### config.mk
export PLATFORM = sky130hd
export DESIGN_NAME = fir_coeff_bank
export DESIGN_NICKNAME = d
export VERILOG_FILES = /design/src/source/fir_pkg.sv /design/src/source/fir_coeff_bank.sv
export SDC_FILE = /design/constraint.sdc
export NUM_CORES = 1
export LEC_CHECK = 0
export BUFFER_PORTS_ARGS = -buffer_cell sky130_fd_sc_hd__buf_2
export CORE_MARGIN = 4
export CORE_UTILIZATION = 50
export CTS_BUF_LIST = sky130_fd_sc_hd__clkbuf_16
export DETAILED_ROUTE_END_ITERATION = 10
export GPL_TIMING_DRIVEN = 0
export MAX_ROUTING_LAYER = met4
export PLACE_DENSITY_LB_ADDON = 0.3
export SYNTH_ARGS = -nofsm -noshare
export SYNTH_HDL_FRONTEND = slang
export SYNTH_SLANG_ARGS = --single-unit
### constraint.sdc
create_clock -name i_ce_clk -period 0.8 [get_ports i_ce_clk]
set_input_delay 0.12 -clock i_ce_clk [delete_from_list [all_inputs] [get_ports i_ce_clk]]
set_output_delay 0.12 -clock i_ce_clk [all_outputs]
set_load 0.005 [all_outputs]
### src/source/fir_pkg.sv
////////////////////
// FIR block shared definitions
// Widths, tap count, settings and readback addresses, sample types
////////////////////
package fir_pkg;

  // Datapath widths
  localparam int SAMPLE_W  = 16;
  localparam int COEFF_W   = 16;
  localparam int PROD_W    = SAMPLE_W + COEFF_W;
  localparam int ACC_W     = PROD_W + 3;
  localparam int FRAC_BITS = 15;
  localparam int NUM_TAPS  = 8;

  // Output clip limits
  localparam int SAMPLE_MAX = 32767;
  localparam int SAMPLE_MIN = -32768;

  typedef logic signed [SAMPLE_W-1:0] sample_t;
  typedef logic signed [COEFF_W-1:0]  coeff_t;
  typedef logic signed [PROD_W-1:0]   prod_t;
  typedef logic signed [ACC_W-1:0]    acc_t;

  // Settings bus addresses
  localparam logic [7:0] SR_COEFF_ADDR      = 8'd129;
  localparam logic [7:0] SR_COEFF_LAST_ADDR = 8'd130;

  // Readback addresses
  localparam logic [7:0]  RB_NUM_TAPS     = 8'd0;
  localparam logic [7:0]  RB_RELOAD_COUNT = 8'd1;
  localparam logic [63:0] RB_DEFAULT      = 64'h0BADC0DE0BADC0DE;

  // Tap 0 after reset is one half, the rest are zero
  localparam coeff_t COEFF_RESET_C0 = 16'sh4000;

endpackage

### src/source/fir_coeff_bank.sv
////////////////////
// FIR coefficient bank
// Shadow shift chain with atomic copy into the active set
////////////////////
`timescale 1ns/1ps

module fir_coeff_bank
  import fir_pkg::*;
(
  input  logic                    i_ce_clk,
  input  logic                    i_arst_n,
  input  logic                    i_coeff_load,
  input  logic                    i_coeff_commit,
  input  coeff_t                  i_coeff_data,
  output coeff_t [NUM_TAPS-1:0]   o_coeffs,
  output logic                    o_commit_done
);

  coeff_t [NUM_TAPS-1:0] shadow;
  coeff_t [NUM_TAPS-1:0] active;
  coeff_t [NUM_TAPS-1:0] shadow_next;
  coeff_t [NUM_TAPS-1:0] reset_set;

  assign reset_set = {{((NUM_TAPS-1)*COEFF_W){1'b0}}, COEFF_RESET_C0};

  // New word enters tap 0, older words move up
  assign shadow_next = {shadow[NUM_TAPS-2:0], i_coeff_data};

  always_ff @(posedge i_ce_clk or negedge i_arst_n) begin
    if (!i_arst_n) begin
      shadow <= reset_set;
      active <= reset_set;
    end else begin
      if (i_coeff_load) begin
        shadow <= shadow_next;
      end
      // Commit sees the chain including this last word
      if (i_coeff_commit) begin
        active <= shadow_next;
      end
    end
  end

  assign o_coeffs      = active;
  assign o_commit_done = i_coeff_commit;

endmodule

==> reports/metrics.yaml <==
power:
  power_frac_seq_pct: 49.3
  p_leak_uw: 0.005605
  swShare_pct: 25.89
  ir_drop_uv: 1909
  pwr-share-comb_pct: 22.3
  intPower_uw: 26210
  p_per_area_nw_per_um2: 3016
  switchingPower_uw: 9157
  power_frac_clock_pct: 28.4
sta:
  drv_slew: 0
  post-route-period-util_pct: 156.9
  setup_viol: 183
  setup_tns_ns: -46.05
  relSlewSlack_pct: 76.93
  whs_ns: -0.4979
  finalCriticalPeriod_ns: 1.255
  max_freq_ghz: 0.7968
  tightest_slew_ns: 0.3461
  rsz0062_at_grt: "yes"
  clock_skew_ns: 0.005466
  fin_ws_ns: -0.4550
  finalHoldViolations: 148
cells_and_area:
  fin_nets: 761
  synthToLayoutAreaGrowth_pct: 30.67
  n_fill_cell: 1244
  drive_above_1_share_pct: 64.60
  diodes: 0
job:
  maxCapViolCount: 0
floorplanning:
  die_h_um: 142.0
  die_w_um: 142.0
  dieArea_um2: 20150
  rows: 48
  top_level_ports: 149
  initial_core_util_pct: 51.52
  core_um2: 17420
worst_setup_path:
  worst_setup_path_start_kind: "flop"
  crit_family: "flip-flops"
  reg2regPathDepth: 3
  path_cells: "buf_6"
  crit_slowest_cell: "dfstp_2"
  rrSetupSlack_ns: -0.18
  timing.rr.end: "o_coeffs[16]"
  crit_type: "flop to output port"
  crit_fanout: 2
  critPathMaxStageDelay_ns: 0.54
  crit_buf_inv: 1
  r2r-start: "o_coeffs[16]"
  required_ns: 0.68
  crit_arrival_ns: 1.14
  cp-end-kind: "output port"
global_routing:
  overflow: 0
  grt_pass1_vias: 5571
  antenna_found_initial: 0
  grt_usage_pct: 19.14
  grt_max_degree: 101
  grt_pass1_wl_um: 30130
yosys:
  syn-cell-area_um2: 8974
  syn-num-nets: 527
  ys_warn_count: 0
  synth-seq-cells: 240
  syn_avg_cell_area_um2: 17.70
  ys_seq_area_share_pct: 66.95
  yosysTopAreaCell: "dfrtp_1"
  synth_area_leaders: "dfrtp_1, mux2_2, buf_6, dfstp_2, buf_4"
  synth_top_area_share_pct: 66.37
  synth_cells: 507
  ys_types: 6
clocking:
  clk_latency_ns: 0.50
  numCtsBuffers: 25
  cts_tree: "yes"
  clk_path_buf_depth: 3
  cts_root_buffer: "clkbuf_16"
  clkTransAtPathRegs_ns: 0.06
  cts.sinks: 240
  cts_max_level: 1
drt:
  ant_nets: 0
  vias: 5042
  wl_per_cell_um: 19.34
  drtIter0Drc: 99
  routed_wl_um: 19000
  via_per_inst: 5.134
  first_pass_iters: 4
  drcViolationCount: 0
hold_path:
  hold_path.class: "input port to async pin"
placement:
  place.gp.congestion: 0.7411
  dp.final_hpwl_um: 12750
  portBuffers: 146
status:
  violations: "negative hold slack, negative setup slack"
  outcome: "complete, but fails checks"
[what timing repair did]
action                                  CTS  global route
setup buffers                            28            24
hold endpoints to repair                181           150
hold buffers                             17             1
endpoints found under the setup margin  146           298
gates resized for setup                  12            93
cloned                                    1             1
[synthesized netlist by cell type]
cell type  instances
buf_6             18
dfrtp_1          238
buf_2              3
dfstp_2            2
mux2_2           240
buf_4              6
[layer usage]
metal  vias up  share of wire (%)  GRT usage, %
met2       132                 50         31.45
met5         -                  0             -
li1       2269                  -             -
met4         0                1.9         5.505
met1      2605                 43         24.43
met3        36                5.4         3.864
[registers in the layout, summed over array words and instances, names as in the netlist]
register and cells:
o_coeffs 128, shadow 112
[power groups by stage]
stage          registers [uW]  clock network [uW]  logic [uW]
6_report                17400               10000        7880
5_1_grt                 17800               10800        8530
4_1_cts                 17300               10300        6930
3_5_place_dp            17500                   0        6120
3_3_place_gp            17300                   0        5820
2_1_floorplan           17000                   0        3210
[cells by family after synthesis]
family	Yosys count	share of synthesized area [%]
multiplexers	240	30.12
flip-flops	240	66.95
buffers and inverters	27	2.928
[how the worst max path moves through the flow]
stage	depth (start not counted)	from	end	slack, ns
2_1_floorplan	3	i_coeff_commit	o_coeffs[0]	-0.008
6_report	1	o_coeffs[14]	o_coeffs[14]	-0.46
3_5_place_dp	3	i_arst_n	o_coeffs[14]	-0.53
5_1_grt	1	o_coeffs[14]	o_coeffs[14]	-0.49
3_3_place_gp	1	i_arst_n	o_coeffs[2]	-4.23
4_1_cts	1	o_coeffs[14]	o_coeffs[14]	-0.47
[cell type report]
class,count,area [um^2],area share [%]
multi-input combinational,240,2992,25.51
tap,225,281.5,2.401
buffer,27,311.5,2.657
clock buffer,25,625.6,5.335
timing repair buffer,207,1434,12.23
sequential,240,6008,51.24
clock inverter,18,73.82,0.6295
[through the flow]
stage	total power [uW]	instance area, um^2	util [%]	setup WS [ns]	std cells
floorplan	20220	9022	-	-0.007926	507
global route	37200	11730	67.33	-0.4939	982
detailed placement	23620	10100	57.99	-0.5349	880
finish	35360	11730	67.33	-0.4550	982
global placement	23100	10030	57.61	-4.234	878
CTS	34520	11260	64.63	-0.4729	969
[cells in the final DEF, fill, tap and decap left out, drive strengths merged]
master and n:
clkbuf 26, buf 215, dfstp 2, bufbuf 1
mux2 240, clkinv 12, inv 6, dfrtp 238
dlygate4sd3 17
Note: power is estimated with default switching activity, not from simulation.
