[config.mk]
export PLATFORM = sky130hd
export DESIGN_NAME = fir_round_clip
export DESIGN_NICKNAME = d
export VERILOG_FILES = /design/src/source/fir_pkg.sv /design/src/source/fir_round_clip.sv
export SDC_FILE = /design/constraint.sdc
export NUM_CORES = 1
export LEC_CHECK = 0
export BUFFER_PORTS_ARGS = -buffer_cell sky130_fd_sc_hd__buf_2
export CORE_AREA = 2 2 68 70
export CTS_BUF_LIST = sky130_fd_sc_hd__clkbuf_4
export DETAILED_ROUTE_END_ITERATION = 16
export DIE_AREA = 0 0 70 72
export PLACE_DENSITY = 0.84
export SETUP_SLACK_MARGIN = 0.5
export SYNTH_ARGS = -nofsm -noshare
export SYNTH_HDL_FRONTEND = slang
export SYNTH_SLANG_ARGS = --single-unit
[constraint.sdc]
create_clock -name i_ce_clk -period 3.3 [get_ports i_ce_clk]
set_input_delay 0 -clock i_ce_clk [delete_from_list [all_inputs] [get_ports i_ce_clk]]
set_output_delay 0 -clock i_ce_clk [all_outputs]
set_load 0.02 [all_outputs]
[src/source/fir_pkg.sv]
////////////////////
// FIR block shared definitions
// Widths, tap count, settings and readback addresses, sample types
////////////////////
package fir_pkg;

  // Datapath widths
  localparam int SAMPLE_W  = 16;
  localparam int COEFF_W   = 16;
  localparam int PROD_W    = SAMPLE_W + COEFF_W;
  localparam int ACC_W     = PROD_W + 3;
  localparam int FRAC_BITS = 15;
  localparam int NUM_TAPS  = 8;

  // Output clip limits
  localparam int SAMPLE_MAX = 32767;
  localparam int SAMPLE_MIN = -32768;

  typedef logic signed [SAMPLE_W-1:0] sample_t;
  typedef logic signed [COEFF_W-1:0]  coeff_t;
  typedef logic signed [PROD_W-1:0]   prod_t;
  typedef logic signed [ACC_W-1:0]    acc_t;

  // Settings bus addresses
  localparam logic [7:0] SR_COEFF_ADDR      = 8'd129;
  localparam logic [7:0] SR_COEFF_LAST_ADDR = 8'd130;

  // Readback addresses
  localparam logic [7:0]  RB_NUM_TAPS     = 8'd0;
  localparam logic [7:0]  RB_RELOAD_COUNT = 8'd1;
  localparam logic [63:0] RB_DEFAULT      = 64'h0BADC0DE0BADC0DE;

  // Tap 0 after reset is one half, the rest are zero
  localparam coeff_t COEFF_RESET_C0 = 16'sh4000;

endpackage

[src/source/fir_round_clip.sv]
////////////////////
// FIR complex round and clip
// Round half up, drop fraction bits, saturate to 16 bits
////////////////////
`timescale 1ns/1ps

module fir_round_clip
  import fir_pkg::*;
(
  input  logic        i_ce_clk,
  input  logic        i_arst_n,
  // Accumulator input
  input  acc_t        i_acc_i,
  input  acc_t        i_acc_q,
  input  logic        i_acc_last,
  input  logic        i_acc_valid,
  output logic        o_acc_ready,
  // Sample output, I in the upper half
  output logic [31:0] o_tdata,
  output logic        o_tlast,
  output logic        o_tvalid,
  input  logic        i_tready
);

  sample_t out_i;
  sample_t out_q;

  function automatic sample_t round_clip(input acc_t a);
    acc_t r;
    r = a + (acc_t'(1) <<< (FRAC_BITS - 1));
    r = r >>> FRAC_BITS;
    if (r > SAMPLE_MAX) begin
      return sample_t'(SAMPLE_MAX);
    end else if (r < SAMPLE_MIN) begin
      return sample_t'(SAMPLE_MIN);
    end
    return r[SAMPLE_W-1:0];
  endfunction

  // Slot free or draining this cycle
  assign o_acc_ready = !o_tvalid || i_tready;

  always_ff @(posedge i_ce_clk or negedge i_arst_n) begin
    if (!i_arst_n) begin
      o_tvalid <= 1'b0;
    end else if (o_acc_ready) begin
      o_tvalid <= i_acc_valid;
    end
  end

  always_ff @(posedge i_ce_clk) begin
    if (o_acc_ready && i_acc_valid) begin
      out_i   <= round_clip(i_acc_i);
      out_q   <= round_clip(i_acc_q);
      o_tlast <= i_acc_last;
    end
  end

  assign o_tdata = {out_i, out_q};

endmodule

==> impl_metrics.toml <==
[outcome]
status = "finished clean"

[pwr]
power_leakage_nw = 0.992
ir_drop_v = 0.000177
cellPowerDensity_nw_per_um2 = 356
power_uw = 938

[global_routing]
antenna_found_initial = 0
grt_max_degree = 34
grt_pass1_vias = 1669
grtUsageTotal = 0.182
grt_pass1_wl_um = 7250
gr-total-overflow = 0

[worst_setup_path]
r2r_slack_ns = 1.95
path_class = "in -> reg"
crit_buf_inv = 1
cpMaxStageDelayCell = "or3_4"
r2r_start = "o_tvalid"
critical-path-top-delay-family = "simple AND/OR/NAND/NOR gates"
endpoint_kind = "flip-flop"
path_depth = 8
reg2reg_to = "out_i[15]"
arrival_ns = 1.82
worstPathCellList = "buf_2 -> ha_1 -> nand2_1 -> or3_4 -> nor3_4 -> xor2_2 -> o221a_2 -> o21ai_0"
startpoint_type = "primary input"
crit_fanout = 15
startpoint = "i_acc_q[14]"
critPathCapture = "out_q[4]"
cp.required_ns = 3.37
slowest_delay_ns = 0.39
worstRegToRegCells = 3

[routing]
via_per_inst = 5.19
drtIter0Drc = 90
drcViolationCount = 0
first_pass_iters = 4
wire_per_inst_um = 13.1
num_vias = 1706
routed_wl_um = 4310
ant_nets = 0

[cells_and_area]
layout-area-overhead-vs-synth_pct = 24.9
drive_gt1_frac = 0.412
antennaDiodeCount = 0
nets = 353
final_common_cell = "buf_2"
layout.cells.non_filler = 329
fillerInstances = 375
final_cell_mix = "81 x buf_2, 33 x edfxtp_1, 18 x xor2_1"

[sta]
max_freq_mhz = 571
rsz0062_at_grt = "false"
skew_ns = 0.00410
hold_viol = 0
final_max_slew_viol_count = 0
finalCritPeriodShare = 0.531
tightest_slew_ns = 0.589
relSlewSlack = 0.604
period_needed_ns = 1.75
setup_viol = 0
tns_ns = 0

[clock_network]
clockBufferDepth = 2
root_buffer = "clkbuf_4"
clkSlewWorstSetupHoldPaths_ns = 0.10
cts_buffers = 5
htreeDepth = 2
cts_tree = "done"
clock_latency_ns = 0.33
postCtsSetupRepairBufs = 0
cts_sinks = 34

[synthesis]
yosysUniqueCellTypes = 39
syn_area_per_cell_um2 = 11.3
syn_nets = 264
yosys_warnings = 0
synth_seq_cells = 34
synth_area_um2 = 2110
synth-seq-area-share = 0.482
syn_inst = 187

[run]
timing.max_cap.violations = 0

[die]
core_um2 = 4260
die_w_um = 70
die_y_um = 72
start_util = 0.494
io_pins = 110
dieArea_um2 = 5040
rows = 24

[place]
io_buffer_count = 81
gp_congestion = 0.867
placed_cells = 316
dpl.hpwl_um = 3300

[min_path]
hp-class = "in -> reg"
routing by layer:
| metal | track usage | part of all wire | vias up |
|---|---|---|---|
| li1 | - | - | 872 |
| met1 | 0.215 | 0.41 | 771 |
| met2 | 0.323 | 0.52 | 59 |
| met3 | 0.0472 | 0.059 | 4 |
| met4 | 0.0641 | 0.010 | 0 |
| met5 | 0 | 0 | - |
Yosys cell counts:
cell type / count / share of area
edfxtp_1: 33 / 0.47
xor2_1: 18 / 0.075
xnor2_1: 15 / 0.062
nand2_1: 13 / 0.023
nand3_1: 12 / 0.028
nor2_1: 11 / 0.020
o21ai_0: 11 / 0.026
o21ai_2: 11 / 0.046
a21oi_1: 10 / 0.024
nand4_1: 8 / 0.024
buf_6: 5 / 0.027
inv_1: 4 / 0.0071
nor3_1: 4 / 0.0095
and2_1: 2 / 0.0059
and3_1: 2 / 0.0059
and4_1: 2 / 0.0083
ha_1: 2 / 0.012
nand2b_1: 2 / 0.0059
o211ai_1: 2 / 0.0071
a211o_1: 1 / 0.0042
a41o_2: 1 / 0.0053
and2_2: 1 / 0.0036
and4_2: 1 / 0.0047
and4_4: 1 / 0.0053
dfrtp_1: 1 / 0.012
nand2b_2: 1 / 0.0042
nand3b_2: 1 / 0.0053
nand4_4: 1 / 0.010
nor2_2: 1 / 0.0030
nor3_4: 1 / 0.0077
nor3b_1: 1 / 0.0036
nor4_1: 1 / 0.0030
nor4_2: 1 / 0.0059
nor4bb_1: 1 / 0.0047
o221a_2: 1 / 0.0053
o41a_4: 1 / 0.010
or3_1: 1 / 0.0030
or3_4: 1 / 0.0053
xor2_2: 1 / 0.0077
metrics by stage:
step                      worst slack (ns)  hold slack, ns  instance area [um2]  utilization
after CTS                             1.52         0.00924                 2630        0.618
final                                 1.55          0.0243                 2630        0.618
after floorplan                       1.35          -0.296                 2110            -
after detailed placement              1.16          -0.222                 2530        0.593
after global routing                  1.36         0.00553                 2630        0.618
after global placement                1.26          -0.224                 2530        0.593
worst register-to-register path, cell delays in order, from the launching register on:
cell	delay [ns]
dfrtp_1	0.39
nand2b_1	0.11
and2_1	0.14
buf_4	0.37
registers in the layout (all words and copies together) (netlist names):
register and flops:
out_q 16, o_tlast 1, o_tvalid 1, out_i 16
cell type report:
type | instances | area [um2] | share of cell area
multi-input cells | 144 | 1020 | 0.388
flip-flops and latches | 34 | 1020 | 0.386
clock inverters | 2 | 8.76 | 0.00333
repair buffers | 87 | 463 | 0.176
well taps | 52 | 65.1 | 0.0247
clock buffers | 6 | 45.0 | 0.0171
inverters | 4 | 15.0 | 0.00570
power breakdown:
group          switching, mW  internal (mW)
Combinational          0.123         0.0772
Clock                  0.135         0.0882
Sequential           0.00612          0.508
kinds of logic (layout without fill, tap and decap cells):
kind of cell             Yosys count  in the layout  synth area share
flip-flops                        34             34             0.482
XOR/XNOR                          34             34             0.145
AO/OA/AOI/OAI                     38             38             0.128
buffers and inverters              9             99            0.0338
adder cells (fa/ha/maj)            2              2            0.0119
AND/OR/NAND/NOR                   70             70             0.200
timing repair:
| action | in CTS | in global routing |
|---|---|---|
| resized for setup | 0 | 0 |
| hold endpoints to repair | 3 | 0 |
| hold buffers | 5 | 0 |
worst min-delay path by stage:
stage                           start         to  slack (ns)  cells past startpoint
after floorplan              i_arst_n   o_tvalid       -0.30                      0
after global placement       i_arst_n   o_tvalid       -0.22                      1
after detailed placement     i_arst_n   o_tvalid       -0.22                      1
after CTS                 i_acc_q[34]  out_q[15]       0.009                      2
after global routing      i_acc_q[34]  out_q[15]       0.006                      2
final                     i_acc_q[34]  out_q[15]        0.02                      2
No activity file was read; power rests on OpenSTA's default activity.
