**src/source/fir_pkg.sv**
```systemverilog
////////////////////
// FIR block shared definitions
// Widths, tap count, settings and readback addresses, sample types
////////////////////
package fir_pkg;

  // Datapath widths
  localparam int SAMPLE_W  = 16;
  localparam int COEFF_W   = 16;
  localparam int PROD_W    = SAMPLE_W + COEFF_W;
  localparam int ACC_W     = PROD_W + 3;
  localparam int FRAC_BITS = 15;
  localparam int NUM_TAPS  = 8;

  // Output clip limits
  localparam int SAMPLE_MAX = 32767;
  localparam int SAMPLE_MIN = -32768;

  typedef logic signed [SAMPLE_W-1:0] sample_t;
  typedef logic signed [COEFF_W-1:0]  coeff_t;
  typedef logic signed [PROD_W-1:0]   prod_t;
  typedef logic signed [ACC_W-1:0]    acc_t;

  // Settings bus addresses
  localparam logic [7:0] SR_COEFF_ADDR      = 8'd129;
  localparam logic [7:0] SR_COEFF_LAST_ADDR = 8'd130;

  // Readback addresses
  localparam logic [7:0]  RB_NUM_TAPS     = 8'd0;
  localparam logic [7:0]  RB_RELOAD_COUNT = 8'd1;
  localparam logic [63:0] RB_DEFAULT      = 64'h0BADC0DE0BADC0DE;

  // Tap 0 after reset is one half, the rest are zero
  localparam coeff_t COEFF_RESET_C0 = 16'sh4000;

endpackage

```
**src/source/fir_settings_regs.sv**
```systemverilog
////////////////////
// FIR settings registers
// Coefficient write decode, reload counter and readback mux
////////////////////
`timescale 1ns/1ps

module fir_settings_regs
  import fir_pkg::*;
(
  input  logic        i_ce_clk,
  input  logic        i_arst_n,
  // Settings bus
  input  logic        i_set_stb,
  input  logic [7:0]  i_set_addr,
  input  logic [31:0] i_set_data,
  // Reload finished in the coefficient bank
  input  logic        i_commit_done,
  // Readback
  input  logic [7:0]  i_rb_addr,
  // Coefficient bank controls
  output logic        o_coeff_load,
  output logic        o_coeff_commit,
  output coeff_t      o_coeff_data,
  output logic [63:0] o_rb_data
);

  logic [31:0] reload_count;
  logic        hit_coeff;
  logic        hit_last;

  ////////////////////
  // Write decode
  ////////////////////
  assign hit_coeff = i_set_stb && (i_set_addr == SR_COEFF_ADDR);
  assign hit_last  = i_set_stb && (i_set_addr == SR_COEFF_LAST_ADDR);

  // The last write shifts in too
  assign o_coeff_load   = hit_coeff || hit_last;
  assign o_coeff_commit = hit_last;
  assign o_coeff_data   = i_set_data[COEFF_W-1:0];

  // Completed reloads
  always_ff @(posedge i_ce_clk or negedge i_arst_n) begin
    if (!i_arst_n) begin
      reload_count <= '0;
    end else if (i_commit_done) begin
      reload_count <= reload_count + 32'd1;
    end
  end

  ////////////////////
  // Readback
  ////////////////////
  always_comb begin
    case (i_rb_addr)
      RB_NUM_TAPS:     o_rb_data = 64'(NUM_TAPS);
      RB_RELOAD_COUNT: o_rb_data = {32'd0, reload_count};
      default:         o_rb_data = RB_DEFAULT;
    endcase
  end

endmodule

```
**config.mk**
```make
export PLATFORM = sky130hd
export DESIGN_NAME = fir_settings_regs
export DESIGN_NICKNAME = d
export VERILOG_FILES = /design/src/source/fir_pkg.sv /design/src/source/fir_settings_regs.sv
export SDC_FILE = /design/constraint.sdc
export NUM_CORES = 1
export LEC_CHECK = 0
export ABC_CLOCK_PERIOD_IN_PS = 2290
export BUFFER_PORTS_ARGS = -buffer_cell sky130_fd_sc_hd__buf_2
export CORE_ASPECT_RATIO = 1.4
export CORE_MARGIN = 8
export CORE_UTILIZATION = 30
export CTS_CLUSTER_DIAMETER = 30
export CTS_CLUSTER_SIZE = 12
export DETAILED_ROUTE_END_ITERATION = 12
export GPL_ROUTABILITY_DRIVEN = 1
export HOLD_SLACK_MARGIN = 0.08
export PLACE_DENSITY_LB_ADDON = 0.1
export SLEW_MARGIN = 20
export SYNTH_ARGS = -nofsm -noshare
export SYNTH_HDL_FRONTEND = slang
export SYNTH_SLANG_ARGS = --single-unit
```
**constraint.sdc**
```tcl
create_clock -name i_ce_clk -period 2.29 [get_ports i_ce_clk]
set_input_delay 0.458 -clock i_ce_clk [delete_from_list [all_inputs] [get_ports i_ce_clk]]
set_output_delay 0.458 -clock i_ce_clk [all_outputs]
set_load 0.05 [all_outputs]
```
==> flow_metrics.py <==
metrics = {
    "logic_synthesis": {
        "synth_edf_count": 0,
        "yosys_warnings": 0,
        "synth.avg_cell_area_um2": 9.12,
        "ys_async_sr_fraction_pct": 100,
        "yosysUniqueCellTypes": 25,
        "syn_inst": 229,
        "ys_seq_elements": 32,
        "yosysSeqAreaShare_pct": 38.3,
        "synthesis.area_um2": 2090,
        "synth_ff_type": "dfrtp_1",
    },
    "final_layout": {
        "top_register": "reload_count",
        "seqCellArea_um2": 801,
        "areaGrowthSynthToFinish_pct": 28.0,
        "largest_reg_flops": 32,
        "antenna_cells": 0,
        "final_common_cell": "nand2_1",
        "multi_input_area_um2": 982,
        "final_area_um2": 2670,
        "final_cell_mix": "nand2_1, dfrtp_1, buf_4",
        "nFillCells": 727,
        "fin_nets": 330,
        "layout-drive-gt1-share_pct": 40.8,
        "reg_top3": "reload_count (32)",
    },
    "route": {
        "route.detailed.drc": 0,
        "num_vias": 1642,
        "ant_nets": 0,
        "first_pass_iters": 2,
        "initialDrtViolationCount": 43,
        "viasPerCell": 4.41,
        "routed_wl_mm": 5.10,
        "wl_per_cell_um": 13.7,
    },
    "floorplanning": {
        "die-area_um2": 9930,
        "die_w_um": 86.5,
        "die_h_um": 115,
        "io_pins": 134,
        "core_area_um2": 6850,
        "row_count": 36,
        "initial_core_util_pct": 30.5,
    },
    "grt": {
        "antenna_found_initial": 0,
        "grt_max_degree": 33,
        "track_usage_pct": 10.6,
        "grt_pass1_wl_mm": 8.42,
        "overflow": 0,
        "grt_pass1_vias": 1735,
    },
    "cts": {
        "cts_tree": "built",
        "clk_latency_ns": 0.28,
        "cts-root-buf": "clkbuf_8",
        "cts.clk_slew.worst_paths_ns": 0.06,
        "cts_sinks": 32,
        "cts_buffer_depth": 2,
        "htreeDepth": 2,
        "cts_buffers": 5,
    },
    "outcome": {
        "outcome": "complete, but fails checks",
        "violations": "negative setup slack",
    },
    "sta": {
        "rsz0062_at_grt": "yes",
        "period_share_pct": 103,
        "max-slew-margin-rel_pct": 51.0,
        "hold_violations": 0,
        "finalCriticalPeriod_ns": 2.36,
        "slew_violations": 0,
        "setup_ws_ns": -0.0676,
        "skew_ns": 0.00681,
        "max_freq_ghz": 0.424,
        "setup_violations": 39,
        "worst-slew-pin-transition_ns": 0.735,
    },
    "critical_path": {
        "critPathArrivalTime_ns": 1.90,
        "r2r_start": "reload_count[12]",
        "crit_top_cell": "buf_4",
        "cp_slowest_cell": "or4_4",
        "max_stage_delay_ns": 0.53,
        "end_kind": "primary output",
        "cp-endpoint": "o_rb_data[55]",
        "r2r_end": "reload_count[23]",
        "reg2reg_slack_ns": 0.61,
        "start_kind": "input port",
        "crit_fanout": 8,
        "critPathRequiredTime_ns": 1.83,
        "crit_type": "input port to primary output",
        "ff2ff_path_depth": 4,
        "crit_chain": "buf_6 -> or4_4 -> nor4_4 -> buf_4 -> buf_8 -> clkinvlp_4 -> buf_4",
        "crit_path_start": "i_rb_addr[5]",
    },
    "power_and_ir_drop": {
        "intPower_w": 0.000918,
        "p_leak_nw": 1.24,
        "power_w": 0.00134,
        "p_clk_share_pct": 29.8,
        "p_per_area_nw_per_um2": 502,
        "combinationalPowerShare_pct": 17.9,
        "seq_power_share_pct": 52.3,
        "vdd_drop_max_mv": 0.223,
        "p_sw_share_pct": 31.6,
        "p_sw_w": 0.000424,
    },
    "placed_design": {
        "gp_congestion": 0.714,
        "hpwl_mm": 3.87,
        "io_buffers": 69,
        "dpl-instance-area_um2": 2300,
    },
    "worst_hold_path": {
        "hold_class": "input port to asynchronous set/reset pin",
    },
    "run": {
        "cap_viol_max_count": 0,
    },
}
[power by group through the flow]
stage | Clock, W | Combinational [W] | Sequential, W
after floorplan | 0 | 0.000280 | 0.000695
after global placement | 0 | 0.000234 | 0.000712
after detailed placement | 0 | 0.000236 | 0.000714
after CTS | 0.000423 | 0.000242 | 0.000703
after global routing | 0.000442 | 0.000273 | 0.000714
final | 0.000400 | 0.000240 | 0.000702
[cell families (layout without fill, tap and decap cells)]
group | Yosys count | after routing | synth area share (%)
and+or+nand+nor | 104 | 104 | 27.5
muxes | 1 | 1 | 0.539
DFF | 32 | 32 | 38.3
buffers and inverters | 58 | 91 | 19.4
xor gates and xnor gates | 32 | 32 | 13.4
adders and majority gates | 1 | 1 | 0.599
other | 1 | 16 | 0.179
[through the flow]
| step | setup slack, ns | hold slack (ns) | cells | utilization [%] | setup TNS (ns) |
|---|---|---|---|---|---|
| 2_1_floorplan | -0.249 | 0.162 | 244 | - | -3.73 |
| 3_3_place_gp | -0.146 | 0.479 | 362 | 33.7 | -4.85 |
| 3_5_place_dp | -0.147 | 0.486 | 362 | 33.7 | -4.80 |
| 4_1_cts | -0.0839 | 0.263 | 373 | 38.4 | -2.64 |
| 5_1_grt | -0.122 | 0.296 | 372 | 39.1 | -4.01 |
| 6_report | -0.0676 | 0.238 | 372 | 39.1 | -1.91 |
[cells in the mapped netlist (2+ instances only)]
| cell type | number | area (µm²) |
|---|---|---|
| nor2_1 | 6 | 22.5 |
| buf_4 | 49 | 368 |
| nand4_1 | 13 | 81.3 |
| inv_1 | 3 | 11.3 |
| nand2_1 | 40 | 150 |
| nor3_1 | 2 | 10.0 |
| xnor2_1 | 27 | 236 |
| xor2_1 | 5 | 43.8 |
| nand3_1 | 12 | 60.1 |
| clkbuf_1 | 3 | 11.3 |
| buf_2 | 3 | 15.0 |
| and4_1 | 2 | 17.5 |
| nor4_4 | 2 | 42.5 |
| and3_1 | 20 | 125 |
| dfrtp_1 | 32 | 801 |
[how the worst min path moves through the flow]
stage / start / endpoint / cells past startpoint
finish: i_arst_n / reload_count[13] / 1
global route: i_arst_n / reload_count[13] / 1
CTS: i_arst_n / reload_count[15] / 1
detailed placement: reload_count[9] / reload_count[9] / 1
global placement: reload_count[31] / reload_count[31] / 1
floorplan: i_arst_n / reload_count[0] / 0
[timing repair]
item                                    CTS  global route
setup buffers                             2             0
hold endpoints to repair                  0             0
resized for setup                        74            18
gates cloned                              2             0
hold buffers                              0             0
endpoints found under the setup margin   42            47
[routing by layer]
metal | routed length, µm | global-route usage (%) | share of wire (%)
met5 | 0 | 0 | 0
met4 | 112 | 5.42 | 2.2
met3 | 593 | 4.43 | 12
met2 | 2470 | 17.6 | 48
met1 | 1920 | 11.2 | 38
[critical path, delay by kind of cell]
kind,cells,cell delay [ns]
buffers and inverters,5,0.78
AND/OR/NAND/NOR,2,0.66
[layout make-up]
type / count / share of cell area (%)
clock inverter: 1 / 0.187
tap: 95 / 4.45
sequential: 32 / 29.9
clock buffer: 6 / 2.71
inverter: 3 / 0.562
multi-input combinational: 154 / 36.7
timing repair buffer: 80 / 25.1
timing repair inverter: 1 / 0.281
No activity file was read; power rests on OpenSTA's default activity.
